--- config.mk ---
export PLATFORM = sky130hd
export DESIGN_NAME = squash_unit
export DESIGN_NICKNAME = d
export VERILOG_FILES = /design/src/source/squash_pkg.sv /design/src/source/commit_ptr_tracker.sv /design/src/source/squash_group_arbiter.sv /design/src/source/squash_combiner.sv /design/src/source/squash_unit.sv
export VERILOG_INCLUDE_DIRS = /design/src /design/src/source
export SDC_FILE = /design/constraint.sdc
export NUM_CORES = 1
export LEC_CHECK = 0
export ABC_AREA = 0
export BUFFER_PORTS_ARGS = -buffer_cell sky130_fd_sc_hd__buf_4
export CORE_ASPECT_RATIO = 0.7
export CORE_MARGIN = 2
export CORE_UTILIZATION = 30
export CTS_BUF_LIST = sky130_fd_sc_hd__clkbuf_8
export CTS_CLUSTER_DIAMETER = 40
export CTS_CLUSTER_SIZE = 24
export DETAILED_ROUTE_END_ITERATION = 10
export MAX_ROUTING_LAYER = met4
export PLACE_DENSITY = 0.64
export SKIP_LAST_GASP = 1
export SLEW_MARGIN = 20
export SYNTH_ARGS = -nofsm -noshare
export SYNTH_HDL_FRONTEND = slang
export SYNTH_HIERARCHICAL = 1
export SYNTH_SLANG_ARGS = --single-unit
--- constraint.sdc ---
create_clock -name clk -period 11.1 [get_ports clk]
set_clock_uncertainty 0.15 [all_clocks]
set_input_delay 0 -clock clk [delete_from_list [all_inputs] [get_ports clk]]
set_output_delay 0 -clock clk [all_outputs]
set_load 0.005 [all_outputs]
--- src/source/squash_defines.svh ---
// ----------------------------------------
// Build-time sizes for the squash unit
// SQUASH_NUM_SRC must be even and >= 2
// ----------------------------------------

`ifndef SQUASH_DEFINES_SVH
`define SQUASH_DEFINES_SVH

// ----------------------------------------
// Source count
// ----------------------------------------

// Split evenly into two arbiter groups
`define SQUASH_NUM_SRC 4

// ----------------------------------------
// Field widths
// ----------------------------------------

// Sequence counter wraps at 2**SQUASH_SEQ_BITS
`define SQUASH_SEQ_BITS 5

// Redirect address width
`define SQUASH_TARGET_BITS 32

`endif

--- src/source/squash_pkg.sv ---
// ----------------------------------------
// Types shared by the squash unit blocks
// Widths come from squash_defines.svh
// ----------------------------------------

package squash_pkg;

  `include "squash_defines.svh"

  // ----------------------------------------
  // Vector types
  // ----------------------------------------

  // Instruction sequence number, wraps around
  typedef logic [`SQUASH_SEQ_BITS-1:0] seq_num_t;

  // Distance past the commit pointer, smaller is older
  typedef logic [`SQUASH_SEQ_BITS-1:0] age_t;

  // Redirect address
  typedef logic [`SQUASH_TARGET_BITS-1:0] target_t;

  // ----------------------------------------
  // Notifications
  // ----------------------------------------

  // One squash event, no acknowledge
  typedef struct packed {
    logic     val;
    seq_num_t seq_num;
    target_t  target;
  } squash_msg_t;

  // Commit event, only the sequence number is kept
  typedef struct packed {
    logic     val;
    seq_num_t seq_num;
  } commit_msg_t;

  // Age relative to the last committed instruction
  // Oldest in-flight instruction is commit_ptr + 1, age 0
  function automatic age_t seq_age(seq_num_t seq_num, seq_num_t commit_ptr);
    return age_t'(seq_num - commit_ptr - seq_num_t'(1));
  endfunction

endpackage

--- src/source/commit_ptr_tracker.sv ---
// ----------------------------------------
// Tracks the last committed sequence number
// Resets to all ones so seq 0 is oldest
// ----------------------------------------

`timescale 1ns/1ns

module commit_ptr_tracker
  import squash_pkg::*;
(
  input  logic        clk,
  input  logic        rst_n,
  input  commit_msg_t commit,
  output seq_num_t    commit_ptr
);

  // ----------------------------------------
  // Pointer register
  // ----------------------------------------

  // Next value of the pointer
  seq_num_t ptr_next;

  // Load on a valid commit, otherwise hold
  always_comb begin
    ptr_next = commit_ptr;
    if (commit.val) begin
      ptr_next = commit.seq_num;
    end
  end

  // Last committed sequence number
  // All ones puts seq 0 at age 0
  always_ff @(posedge clk) begin
    if (!rst_n) begin
      commit_ptr <= '1;
    end else begin
      commit_ptr <= ptr_next;
    end
  end

  // ----------------------------------------
  // Checks
  // ----------------------------------------

  // Unknown val would corrupt the age reference for
  // both arbiters and the combiner
  a_commit_val_known : assert property (
    @(posedge clk) disable iff (!rst_n)
    !$isunknown(commit.val)
  ) else $error("commit.val is unknown after reset");

  // Pointer itself must stay known once out of reset
  a_commit_ptr_known : assert property (
    @(posedge clk) disable iff (!rst_n)
    $past(rst_n) |-> !$isunknown(commit_ptr)
  ) else $error("commit_ptr is unknown after reset");

endmodule

--- src/source/squash_group_arbiter.sv ---
// ----------------------------------------
// Oldest-first pick within one source group
// Purely combinational, ties go to low index
// ----------------------------------------

`timescale 1ns/1ns

module squash_group_arbiter
  import squash_pkg::*;
#(
  parameter int NUM_SRC = 2
)(
  input  squash_msg_t arb [NUM_SRC],
  input  seq_num_t    commit_ptr,
  output squash_msg_t winner
);

  // ----------------------------------------
  // Per-source age
  // ----------------------------------------

  // Age of every source, valid or not
  age_t src_age [NUM_SRC];

  // Valid bits gathered for the check below
  logic [NUM_SRC-1:0] src_val;

  for (genvar i = 0; i < NUM_SRC; i++) begin : g_age
    // Distance from the commit pointer
    assign src_age[i] = seq_age(arb[i].seq_num, commit_ptr);

    assign src_val[i] = arb[i].val;
  end

  // ----------------------------------------
  // Linear oldest-first scan
  // ----------------------------------------

  // Running best candidate
  squash_msg_t best;

  // Age of the running best
  age_t best_age;

  always_comb begin
    // Nothing valid yet
    best     = '0;
    best_age = '1;

    for (int i = 0; i < NUM_SRC; i++) begin
      // Take a valid source if nothing is held yet
      // Strictly older replaces the held one
      // Equal age keeps the lower index
      if (arb[i].val && (!best.val || (src_age[i] < best_age))) begin
        best     = arb[i];
        best_age = src_age[i];
      end
    end
  end

  // Val comes from the scan itself
  assign winner = best;

  // ----------------------------------------
  // Checks
  // ----------------------------------------

  // Scan result against the plain OR of valids
  always_comb begin
    a_no_phantom_winner : assert final (!winner.val || (|src_val))
      else $error("group winner valid with no valid source");
  end

endmodule

--- src/source/squash_combiner.sv ---
// ----------------------------------------
// Older of the two group winners, registered
// One cycle latency, accepts every cycle
// win_a wins ties
// ----------------------------------------

`timescale 1ns/1ns

module squash_combiner
  import squash_pkg::*;
(
  input  logic        clk,
  input  logic        rst_n,
  input  squash_msg_t win_a,
  input  squash_msg_t win_b,
  input  seq_num_t    commit_ptr,
  output squash_msg_t gnt
);

  // ----------------------------------------
  // Age compare
  // ----------------------------------------

  // Ages against the pointer before this edge
  age_t age_a;
  age_t age_b;

  assign age_a = seq_age(win_a.seq_num, commit_ptr);
  assign age_b = seq_age(win_b.seq_num, commit_ptr);

  // B only when strictly older or A is idle
  logic pick_b;

  assign pick_b = win_b.val && (!win_a.val || (age_b < age_a));

  // Selected message, val low when both idle
  squash_msg_t choice;

  assign choice = pick_b ? win_b : win_a;

  // ----------------------------------------
  // Grant register
  // ----------------------------------------

  // Payload loads every cycle, only val is reset
  always_ff @(posedge clk) begin
    gnt <= choice;
    if (!rst_n) begin
      gnt.val <= 1'b0;
    end
  end

  // ----------------------------------------
  // Checks
  // ----------------------------------------

  // A grant needs a valid winner one cycle before
  a_gnt_has_source : assert property (
    @(posedge clk) disable iff (!rst_n)
    gnt.val |-> $past(win_a.val || win_b.val)
  ) else $error("gnt.val high with no valid winner in the previous cycle");

  // Single valid winner passes through untouched
  a_single_passthru : assert property (
    @(posedge clk) disable iff (!rst_n)
    (win_a.val ^ win_b.val) |=> (gnt == $past(win_a.val ? win_a : win_b))
  ) else $error("gnt differs from the only valid winner");

endmodule

--- src/source/squash_unit.sv ---
// ----------------------------------------
// First-level squash unit, oldest squash wins
// Valid-only inputs, grant one cycle later
// Source count fixed by SQUASH_NUM_SRC
// ----------------------------------------

`timescale 1ns/1ns

`include "squash_defines.svh"

module squash_unit
  import squash_pkg::*;
(
  input  logic        clk,
  input  logic        rst_n,
  input  squash_msg_t arb [`SQUASH_NUM_SRC],
  input  commit_msg_t commit,
  output squash_msg_t gnt
);

  // Sources per group
  localparam int HALF = `SQUASH_NUM_SRC / 2;

  // Two equal groups only
  if ((`SQUASH_NUM_SRC < 2) || ((`SQUASH_NUM_SRC % 2) != 0)) begin : g_bad_cfg
    $error("SQUASH_NUM_SRC must be even and at least 2");
  end

  // ----------------------------------------
  // Source split
  // ----------------------------------------

  squash_msg_t arb_g0 [HALF];
  squash_msg_t arb_g1 [HALF];

  // Low half to g0, high half to g1
  for (genvar i = 0; i < HALF; i++) begin : g_split
    assign arb_g0[i] = arb[i];
    assign arb_g1[i] = arb[HALF + i];
  end

  // ----------------------------------------
  // Blocks
  // ----------------------------------------

  seq_num_t    commit_ptr;
  squash_msg_t win_g0;
  squash_msg_t win_g1;

  commit_ptr_tracker commit_ptr_tracker_i (
    .clk        (clk),
    .rst_n      (rst_n),
    .commit     (commit),
    .commit_ptr (commit_ptr)
  );

  // Both groups arbitrate in parallel
  squash_group_arbiter #(
    .NUM_SRC (HALF)
  ) g0 (
    .arb        (arb_g0),
    .commit_ptr (commit_ptr),
    .winner     (win_g0)
  );

  squash_group_arbiter #(
    .NUM_SRC (HALF)
  ) g1 (
    .arb        (arb_g1),
    .commit_ptr (commit_ptr),
    .winner     (win_g1)
  );

  // g0 on win_a so it takes cross-group ties
  squash_combiner squash_combiner_i (
    .clk        (clk),
    .rst_n      (rst_n),
    .win_a      (win_g0),
    .win_b      (win_g1),
    .commit_ptr (commit_ptr),
    .gnt        (gnt)
  );

endmodule

Yosys cells after proc, flatten, opt, wreduce, memory -nomap -nowiden
Cells that the tools add are included.

Output and inout port bits: 38. Bits in registers: 43. Input port bits: 160.

Reduce and logical (&&, ||, !) cells: 9. $lt $le $gt $ge: 3. Add/sub/neg operators: 12. Mux-type cells: 7.

Operators by type and width (number): 38-bit 2-to-1 mux (5); 5-bit by 1-bit subtractor with 5-bit output, second input constant (6); 5-bit subtractor (6); 5-bit less-than comparator (3); 5-bit 2-to-1 mux (2); 1-bit logical AND (3); 1-bit logical NOT (3); 1-bit logical OR (3).

Logic depth before layout (Yosys ltp)
Gate-level depths: netlist (run 1).

Depth in word-level cells: 13. Depth in mapped cells: 28.

Modules after synthesis
The synthesis (run 1) kept the hierarchy.

By module, submodules not included: squash_combiner (area an instance 1776.7 um2, cells an instance 128, sequential area each 760.7 um2, instances 1); squash_group_arbiter at g1 (area an instance 889.6 um2, cells an instance 99, sequential area each 0.0 um2, instances 1); squash_group_arbiter at g0 (area an instance 857.1 um2, cells an instance 98, sequential area each 0.0 um2, instances 1); commit_ptr_tracker (area an instance 180.2 um2, cells an instance 16, sequential area each 100.1 um2, instances 1).

Least setup slack after synthesis (run 1)
Ideal clock, no wire load.

Path kind: reg2reg. Start point: register commit_ptr_tracker_i.commit_ptr[1]. End point: register squash_combiner_i/gnt[10] (netlist name). Arrival: 5383 ps. Path slack: 5446 ps. Period minus slack after synthesis: 5654 ps. Buffers on the path: 2. Stages on the path, launching flop included: 25. Data required time: 10829 ps. Cells stage by stage: dfxtp_1 -> inv_1 -> fa_1 -> a21o_1 -> a21oi_1 -> xnor2_1 -> and2_1 -> ha_1 -> a211o_1 -> o32ai_4 -> buf_6 -> a22o_1 -> ha_1 -> inv_1 -> fa_1 -> inv_1 -> a21o_1 -> a21oi_1 -> xnor2_1 -> ha_1 -> a211oi_2 -> nand2_1 -> o2bb2ai_4 -> buf_12 -> mux2_4.

RTL lines: start: declaration (RTL line commit_ptr_tracker.sv:14) `output seq_num_t commit_ptr`; start signal: assignment (RTL line commit_ptr_tracker.sv:38) `commit_ptr <= ptr_next;`.

==> metrics.md, run 1 <==
| Metric | Value |
|---|---|
| Area delta synth->final | 73.6% |
| Layout cell share with drive strength beyond 1 | 43.7% |
| Port buffer count | 197 |
| H-tree Lvls | 2 |
| Synth Cell Area | 3700 um^2 |
| Post-synthesis cell type count | 32 |
| Fin. max-slew vios | 0 |
| First DRT Iteration DRCs | 123 |
| Vias | 3836 |
| Antenna cell count | 0 |
| Status | complete, no violations |
| Final Hold Viols | 0 |
| F_max | 131 MHz |
| Slew margin rel. | 38.2% |
| Hold slack | 0.0302 ns |
| Die H | 97.0 um |
| Die ar. | 13300 um^2 |
| R2R setup slack | 3.48 ns |
| Critical Path AT | 7.65 ns |
| Share of the yosys chip area belonging to registers | 23.2% |
| Wirelength per Cell | 16.3 um |
| Register bit total from synthesis | 43 |
| Required time of the critical path | 11.13 ns |
| Critical path class | register to register |
| Final core occ | 54.1% |
| Unrepaired setup endpoints after global routing | false |
| Worst setup path end | squash_combiner_i/gnt[5] |
| I/O pin count | 198 |
| Final HPWL from detailed placement | 9040 um |
| Worst R2R Start | commit_ptr_tracker_i/commit_ptr[1] |
| Pre-antenna DRT Iters | 4 |
| Tot GR Track Use | 20.0% |
| CTS root buf | clkbuf_8 |
| Static leakage | 3.39 nW |
| Crit path max fanout | 37 |
| Core Region | 11900 um^2 |
| CTS tree | done |
| Final nets | 850 |
| Post-CTS sizing | 0 |
| Num CTS Buffers | 5 |
| GR Overflow Total | 0 |
| Setup TNS | 0 ns |
| Remaining DRCs | 0 |
| Final WL | 13100 um |
| Reg2reg end | squash_combiner_i/gnt[5] |
| Vias/cell | 4.77 |
| Die W | 137 um |
| Dpl cells | 680 |
| Worst setup SP type | register |
| Synth warn | 6 |
| Final setup vio count | 0 |
| Remaining antenna violation count | 0 |
| Synth Instances | 341 |
| Non-filler cells, final | 804 |
| Largest net degree at the start of global routing | 38 |
| Worst min-delay path class | primary input to register |
| Clock-pin slew on the worst setup and hold paths | 0.08 ns |
| Peak VDD IR | 0.0710 mV |
| Commonest non-fill, non-tap cell in the layout | buf_4 |
| Later-pin clock latency in the skew report | 0.29 ns |
| Final worst path period share | 68.6% |
| Crit. End Element | register |
| Critical Path Source | commit_ptr_tracker_i/commit_ptr[1] |
| Initial antenna violation count | 0 |
| Minimum clock period | 7.62 ns |
| Rows | 33 |
| Syn Area/Cell | 10.9 um^2 |
| Vias in the first global route | 4180 |
| Starting Density | 31.1% |
| First-pass GRT wire length | 20500 um |
| Post-synthesis net count | 543 |
| FILL cells | 1073 |
| Slew @ Worst Pin | 0.927 ns |
| Maximum root-to-sink buffer count | 2 |
| # clock sinks | 43 |
| Pwr dens | 153 nW/um^2 |
| Most frequent cells in the layout | buf_4 (200), dlygate4sd3_1 (118), dfxtp_1 (43), a22o_1 (41), ha_1 (36) |
| GP Congestion | 0.859 |
| Worst r2r path cells | 25 |
| Max Cap Violations | 0 |
[final cells by class]
class / instances / area (um^2) / area share (%)
tap: 157 / 196 / 3.06
inverter: 32 / 120 / 1.87
sequential: 43 / 861 / 13.4
clock inverter: 1 / 3.75 / 0.0584
clock buffer: 5 / 68.8 / 1.07
timing repair buffer: 318 / 2680 / 41.7
multi-input combinational: 248 / 2500 / 38.8
[metrics by stage]
step	setup slack, ns	power (mW)	area (um^2)
finish	3.48	0.982	6430
global route	2.97	1.04	6430
CTS	3.48	0.980	6430
detailed placement	4.07	0.759	5170
global placement	4.22	0.748	5170
floorplan	5.45	0.588	3700
[critical path, cell delays in order, from the launching register on]
cell           delay [ns]
dfxtp_1              0.60
inv_1                0.18
fa_1                 0.46
a21o_1               0.18
a21oi_1              0.16
xnor2_1              0.09
and2_1               0.15
ha_1                 0.31
nand4_1              0.10
a21oi_1              0.28
o31a_2               0.82
a22o_1               0.34
ha_1                 0.19
inv_1                0.06
fa_1                 0.39
inv_1                0.07
a21o_1               0.11
a21oi_1              0.07
xnor2_1              0.20
ha_1                 0.29
a211oi_2             0.22
nand2_1              0.12
o2bb2ai_4            0.43
buf_4                0.54
mux2_2               0.40
dlygate4sd3_1        0.56
[synth_stat cells, drive strengths merged]
cell type  count  area share (%)
a22o          74              19
or2            1            0.17
a21oi         16             2.2
a211oi         1            0.34
nand4          2            0.34
a211o          2            0.47
inv           32             3.2
mux2          36              14
ha            36              12
dfxtp         43              23
xor2           6             1.4
nor2           7            0.71
o2bb2ai        1            0.74
and2           3            0.51
o31a           2            0.47
nor2b          1            0.17
a21o          12             2.4
nor3b          1            0.20
nand2          9            0.91
mux2i          6             1.6
o21ai          2            0.27
fa             6             3.2
buf           18             6.2
o21a           2            0.41
nand2b         2            0.34
xnor2         18             4.3
o32ai          2             1.5
[power by group]
part | total [mW] | internal (mW) | switching [mW] | leakage [nW]
registers | 0.244 | 0.221 | 0.0231 | 0.361
logic | 0.644 | 0.409 | 0.235 | 2.98
clock network | 0.0944 | 0.0412 | 0.0533 | 0.0413
[kinds of logic after synthesis]
kind of cell    share of synthesized area, %
buf+inv                                 9.43
flops                                   23.2
xor+xnor                                5.68
compound gates                          27.4
simple gates                            3.34
fa+ha+maj                               15.4
mux                                     15.5
[worst min path at each step]
stage / start / to / slack [ns] / cells past startpoint
2_1_floorplan: rst_n / commit_ptr_tracker_i/commit_ptr[0] / -0.09 / 1
3_3_place_gp: commit[2] / commit_ptr_tracker_i/commit_ptr[2] / 0.06 / 3
3_5_place_dp: commit[2] / commit_ptr_tracker_i/commit_ptr[2] / 0.07 / 3
4_1_cts: arb[110] / squash_combiner_i/gnt[34] / 0.004 / 3
5_1_grt: arb[148] / squash_combiner_i/gnt[34] / 0.02 / 3
6_report: arb[110] / squash_combiner_i/gnt[34] / 0.03 / 3
[state kept, by name, summed over array words and instances, names as in the netlist]
| register | cells |
|---|---|
| squash_combiner_i/gnt | 38 |
| commit_ptr_tracker_i/commit_ptr | 5 |
[per-layer routing]
layer	part of all wire, %	track usage [%]	up-vias
met3	7.6	3.72	18
met1	42	23.5	1787
met5	0	-	-
met2	49	35.2	160
met4	1.5	4.76	0
li1	-	-	1871
[what timing repair did]
action / in CTS / in global routing
buffers inserted: 0 / 0
hold buffers: 118 / 0
hold endpoints to repair: 42 / 0
No activity file was read; power rests on OpenSTA's default activity.
==> run 2: changes to the inputs <==
==> constraint.sdc (replaced) <==
create_clock -name clk -period 7.6 [get_ports clk]
set_clock_uncertainty 0.15 [all_clocks]
set_input_delay 0 -clock clk [delete_from_list [all_inputs] [get_ports clk]]
set_output_delay 0 -clock clk [all_outputs]
set_load 0.005 [all_outputs]
==> metrics.md, run 2 (same netlist as run 1, synthesis figures left out) <==
| Metric | Value |
|---|---|
| Vias in the first global route | 3891 (-6.9%) |
| Final HPWL from detailed placement | 8970 um (-0.73%) |
| Max Cap Violations | 0 (unchanged) |
| Static leakage | 3.39 nW (+0.14%) |
| Commonest non-fill, non-tap cell in the layout | buf_4 |
| Area delta synth->final | 73.8% |
| Critical Path AT | 7.24 ns (-0.41 ns) |
| Final instance area | 6440 um^2 (+0.12%) |
| Largest net degree at the start of global routing | 38 (unchanged) |
| CTS root buf | clkbuf_8 |
| Largest reg by FF count | squash_combiner_i/gnt |
| First-pass GRT wire length | 19400 um (-5.3%) |
| Wirelength per Cell | 15.7 um (-3.6%) |
| I/O pin count | 198 (unchanged) |
| Rows | 33 (unchanged) |
| Die H | 97.0 um (unchanged) |
| Vias/cell | 4.73 (-0.91%) |
| Final nets | 851 (+0.12%) |
| R2R setup slack | 0.39 ns (-3.09 ns) |
| Layout cell share with drive strength beyond 1 | 43.8% (+0.087 points) |
| Starting Density | 31.1% (unchanged) |
| Post-route worst setup slack | 0.392 ns (-3.09 ns) |
| Core Region | 11900 um^2 (unchanged) |
| GP Congestion | 0.869 (+1.2%) |
| Pre-antenna DRT Iters | 4 (unchanged) |
| Num CTS Buffers | 5 (unchanged) |
| Peak VDD IR | 0.115 mV (+62%) |
| Remaining antenna violation count | 0 (unchanged) |
| Fin. max-slew vios | 0 (unchanged) |
| Vias | 3806 (-0.78%) |
| Placement Setup Slack | 0.994 ns (-3.08 ns) |
| Worst min-delay path class | primary input to register |
| Antenna cell count | 0 (unchanged) |
| Worst Hold Endpoint | squash_combiner_i/gnt[32] |
| Hold Crit Depth | 3 (unchanged) |
| Final WL | 12600 um (-3.5%) |
| Required time of the critical path | 7.63 ns (-3.50 ns) |
| H-tree Lvls | 2 (unchanged) |
| Final Hold Viols | 0 (unchanged) |
| Setup TNS | 0 ns (unchanged) |
| Critical path class | register to register |
| Port buffer count | 197 (unchanged) |
| Worst setup SP type | register |
| Post-CTS sizing | 0 (unchanged) |
| First DRT Iteration DRCs | 107 (-13%) |
| Slew @ Worst Pin | 0.990 ns (+0.0632 ns) |
| Final setup vio count | 0 (unchanged) |
| # clock sinks | 43 (unchanged) |
| Minimum clock period | 7.21 ns (-0.409 ns) |
| Status | complete, no violations |
| CTS tree | done |
| Max FFs per register | 38 (unchanged) |
| Crit. End Element | register |
| Post-DP Area | 5180 um^2 (+0.15%) |
| Hold_sp | arb[108] |
| Tot GR Track Use | 18.9% (-1.1 points) |
| Slew margin rel. | 34.0% (-4.2 points) |
| Die ar. | 13300 um^2 (unchanged) |
| Worst r2r path cells | 22 (-12%) |
| Maximum root-to-sink buffer count | 2 (unchanged) |
| Later-pin clock latency in the skew report | 0.29 ns (about the same) |
| Crit path max fanout | 19 (-49%) |
| F_max | 139 MHz (+5.7%) |
| Leading registers by flop count | squash_combiner_i/gnt (38), commit_ptr_tracker_i/commit_ptr (5) |
| Die W | 137 um (unchanged) |
| GR Overflow Total | 0 (unchanged) |
| Reg2reg end | squash_combiner_i/gnt[5] |
| Most frequent cells in the layout | buf_4 (201), dlygate4sd3_1 (118), dfxtp_1 (43), a22o_1 (41), ha_1 (36) |
| Pwr dens | 223 nW/um^2 (+46%) |
| Final worst path period share | 94.8% (+26 points) |
| Worst R2R Start | commit_ptr_tracker_i/commit_ptr[1] |
| Initial antenna violation count | 0 (unchanged) |
| Unrepaired setup endpoints after global routing | false |
| Remaining DRCs | 0 (unchanged) |
| Clock-pin slew on the worst setup and hold paths | 0.08 ns (about the same) |
==> run 2: cell types whose count changed in the layout (fill, tap and decap cells not counted) <==
cell | previous run | this run
buf_4 | 200 | 201
==> run 2: layer usage <==
layer  wire (um)  global-route usage [%]
met1        5690                    23.4
met2        5950                    32.6
met3         927                    3.30
met4          85                    3.25
met5           0                       -
==> run 2: final cells by class <==
type                    instances  area, um^2
flip-flops and latches         43         861
multi-input cells             248        2500
repair buffers                319        2690
fillers                      1061        5460
clock inverters                 1        3.75
well taps                     157         196
clock buffers                   5        68.8
inverters                      32         120
==> run 2: worst max-delay path by stage <==
stage                                                  start                        end  slack [ns]
after floorplan           commit_ptr_tracker_i/commit_ptr[1]  squash_combiner_i/gnt[10]        1.95
after global placement    commit_ptr_tracker_i/commit_ptr[1]   squash_combiner_i/gnt[5]        1.13
after detailed placement  commit_ptr_tracker_i/commit_ptr[1]   squash_combiner_i/gnt[1]        0.99
after CTS                 commit_ptr_tracker_i/commit_ptr[1]   squash_combiner_i/gnt[5]        0.43
after global routing      commit_ptr_tracker_i/commit_ptr[1]   squash_combiner_i/gnt[6]        0.11
final                     commit_ptr_tracker_i/commit_ptr[1]   squash_combiner_i/gnt[5]        0.39
==> run 2: metrics by stage <==
| stage | util, % | std cells | power (mW) | hold slack (ns) |
|---|---|---|---|---|
| after floorplan | - | 341 | 0.859 | -0.0881 |
| after global placement | 43.6 | 681 | 1.10 | 0.0654 |
| after detailed placement | 43.6 | 681 | 1.11 | 0.0686 |
| after CTS | 54.1 | 805 | 1.43 | 0.00798 |
| after global routing | 54.1 | 805 | 1.53 | 0.0267 |
| final | 54.1 | 805 | 1.43 | 0.0383 |
==> run 2: what timing repair did <==
action / CTS / global route
buffers inserted: 0 / 0
hold buffers: 118 / 0
endpoints found under the hold margin: 42 / 0
==> run 2: critical path: stages, from the launching register on <==
cell,delay [ns]
dfxtp_1,0.59
inv_1,0.19
fa_1,0.48
a21o_1,0.18
a21oi_1,0.17
xnor2_1,0.09
and2_1,0.15
ha_1,0.30
a211o_1,0.35
o32ai_4,0.87
buf_4,0.40
a22o_1,0.27
ha_1,0.30
a21o_1,0.19
a21oi_1,0.18
xnor2_1,0.14
ha_1,0.27
a211oi_2,0.23
nand2_1,0.12
o2bb2ai_4,0.16
buf_4,0.35
mux2_2,0.38
dlygate4sd3_1,0.55
==> run 2: power by group <==
group / switching [mW] / total (mW) / internal, mW
clock network: 0.0762 / 0.136 / 0.0601
registers: 0.0307 / 0.353 / 0.322
logic: 0.343 / 0.944 / 0.601
total: 0.449 / 1.43 / 0.984
==> run 3: changes to the inputs <==
==> constraint.sdc (replaced) <==
create_clock -name clk -period 8.8 [get_ports clk]
set_clock_uncertainty 0.15 [all_clocks]
set_input_delay 0 -clock clk [delete_from_list [all_inputs] [get_ports clk]]
set_output_delay 0 -clock clk [all_outputs]
set_load 0.005 [all_outputs]
==> metrics.md, run 3 (same netlist as run 1, synthesis figures left out) <==
| Metric | Value |
|---|---|
| Peak VDD IR | 0.0912 mV (-21%) |
| # clock sinks | 43 (unchanged) |
| Minimum clock period | 7.72 ns (+0.508 ns) |
| First-pass GRT wire length | 19700 um (+1.6%) |
| Unrepaired setup endpoints after global routing | false |
| Tot GR Track Use | 19.3% (+0.38 points) |
| Remaining DRCs | 0 (unchanged) |
| Post-route worst setup slack | 1.08 ns (+0.692 ns) |
| Crit. End Element | register |
| Clock-pin slew on the worst setup and hold paths | 0.09 ns (about the same) |
| Initial antenna violation count | 0 (unchanged) |
| Final HPWL from detailed placement | 8980 um (about the same) |
| Status | complete, no violations |
| Most frequent cells in the layout | buf_4 (200), dlygate4sd3_1 (118), dfxtp_1 (43), a22o_1 (41), ha_1 (36) |
| Worst r2r path cells | 24 (+9.1%) |
| Vias | 3843 (+0.97%) |
| Pre-antenna DRT Iters | 4 (unchanged) |
| Reg2reg end | squash_combiner_i/gnt[4] |
| Critical Path Source | commit_ptr_tracker_i/commit_ptr[1] |
| Final WL | 12900 um (+2.4%) |
| Non-filler cells, final | 806 (+0.12%) |
| Die ar. | 13300 um^2 (unchanged) |
| Worst min-delay path class | primary input to register |
| Vias in the first global route | 4081 (+4.9%) |
| Die W | 137 um (unchanged) |
| Max Cap Violations | 0 (unchanged) |
| Hold slack | 0.0232 ns (-0.0151 ns) |
| Critical path class | register to register |
| GR Overflow Total | 0 (unchanged) |
| Final worst path period share | 87.7% (-7.2 points) |
| GP Congestion | 0.863 (-0.64%) |
| Fin. max-slew vios | 0 (unchanged) |
| I/O pin count | 198 (unchanged) |
| Worst setup SP type | register |
| Vias/cell | 4.77 (+0.85%) |
| Dpl cells | 680 (-0.15%) |
| Pwr dens | 193 nW/um^2 (-13%) |
| Maximum root-to-sink buffer count | 2 (unchanged) |
| Die H | 97.0 um (unchanged) |
| CTS tree | done |
| Largest net degree at the start of global routing | 38 (unchanged) |
| Required time of the critical path | 8.85 ns (+1.22 ns) |
| Rows | 33 (unchanged) |
| Port buffer count | 197 (unchanged) |
| Worst setup path end | squash_combiner_i/gnt[4] |
| Layout cell share with drive strength beyond 1 | 43.9% (+0.087 points) |
| Num CTS Buffers | 5 (unchanged) |
| Starting Density | 31.1% (unchanged) |
| Pwr Total | 1.24 mW (-13%) |
| Max FFs per register | 38 (unchanged) |
| Post-CTS sizing | 0 (unchanged) |
| CTS root buf | clkbuf_8 |
| Final Hold Viols | 0 (unchanged) |
| Area delta synth->final | 73.9% (about the same) |
| Setup TNS | 0 ns (unchanged) |
| Placement Setup Slack | 1.65 ns (+0.654 ns) |
| Final core occ | 54.2% (about the same) |
| Final setup vio count | 0 (unchanged) |
| Largest reg by FF count | squash_combiner_i/gnt |
| First DRT Iteration DRCs | 100 (-6.5%) |
| F_max | 130 MHz (-6.6%) |
| Static leakage | 3.39 nW (about the same) |
| Wirelength per Cell | 16.1 um (+2.2%) |
| Slew @ Worst Pin | 1.01 ns (+0.0203 ns) |
| Final nets | 850 (-0.12%) |
| R2R setup slack | 1.08 ns (+0.69 ns) |
| Leading registers by flop count | squash_combiner_i/gnt (38), commit_ptr_tracker_i/commit_ptr (5) |
| Commonest non-fill, non-tap cell in the layout | buf_4 |
| Worst R2R Start | commit_ptr_tracker_i/commit_ptr[1] |
| Slew margin rel. | 32.6% (-1.4 points) |
| Remaining antenna violation count | 0 (unchanged) |
| Later-pin clock latency in the skew report | 0.30 ns (about the same) |
| Core Region | 11900 um^2 (unchanged) |
| Critical Path AT | 7.77 ns (+0.53 ns) |
| Post-DP Area | 5170 um^2 (-0.14%) |
| Antenna cell count | 0 (unchanged) |
| H-tree Lvls | 2 (unchanged) |
| Crit path max fanout | 22 (+3) |
| Final instance area | 6440 um^2 (about the same) |
==> run 3: cell types whose count changed in the layout (fill, tap and decap cells not counted) <==
cell and change:
clkinvlp_4 +1, clkinv_2 +1, buf_4 -1
==> run 3: final cells by class <==
cell class	count	area, um^2
sequential	43	861
inverter	32	120
fill	1065	5450
multi-input combinational	248	2500
clock inverter	3	16.3
timing repair buffer	318	2680
tap	157	196
clock buffer	5	68.8
==> run 3: worst min path at each step <==
stage / to / depth (start not counted) / startpoint / slack [ns]
after global placement: commit_ptr_tracker_i/commit_ptr[0] / 3 / commit[0] / 0.07
after detailed placement: commit_ptr_tracker_i/commit_ptr[1] / 2 / rst_n / 0.07
after global routing: squash_combiner_i/gnt[36] / 3 / arb[112] / 0.02
final: squash_combiner_i/gnt[36] / 3 / arb[112] / 0.02
after floorplan: commit_ptr_tracker_i/commit_ptr[0] / 1 / rst_n / -0.09
after CTS: squash_combiner_i/gnt[36] / 3 / arb[112] / 0.004
==> run 3: report_power, final <==
part           switching (mW)  internal [mW]  leakage, nW
Combinational           0.292          0.518         2.98
Sequential             0.0279          0.278        0.361
Clock                  0.0739         0.0545       0.0453
==> run 3: per-layer routing <==
layer,up-vias,GRT usage [%],wire [um],part of all wire (%)
met4,0,4.12,119,0.92
met2,153,33.4,6200,48
met1,1804,23.6,5650,44
li1,1874,-,-,-
met5,-,-,0,0
met3,12,3.09,979,7.6
==> run 3: what timing repair did <==
action | 4_1_cts | 5_1_grt
hold buffers | 118 | 0
setup buffers | 0 | 0
hold endpoints to repair | 42 | 0
==> run 3: critical path, stage by stage, from the launching register on <==
cell and delay [ns]:
dfxtp_1 0.60, inv_1 0.17, fa_1 0.45, a21o_1 0.18, a21oi_1 0.17, xnor2_1 0.09, and2_1 0.15, ha_1 0.31
a211o_1 0.35, o32ai_4 0.89, a22o_1 0.30, ha_1 0.19, inv_1 0.06, fa_1 0.39, inv_1 0.07, a21o_1 0.11
a21oi_1 0.07, xnor2_1 0.13, ha_1 0.31, a211oi_2 0.24, nand2_1 0.11, o2bb2ai_4 0.76, buf_4 0.43, mux2_2 0.38
dlygate4sd3_1 0.55
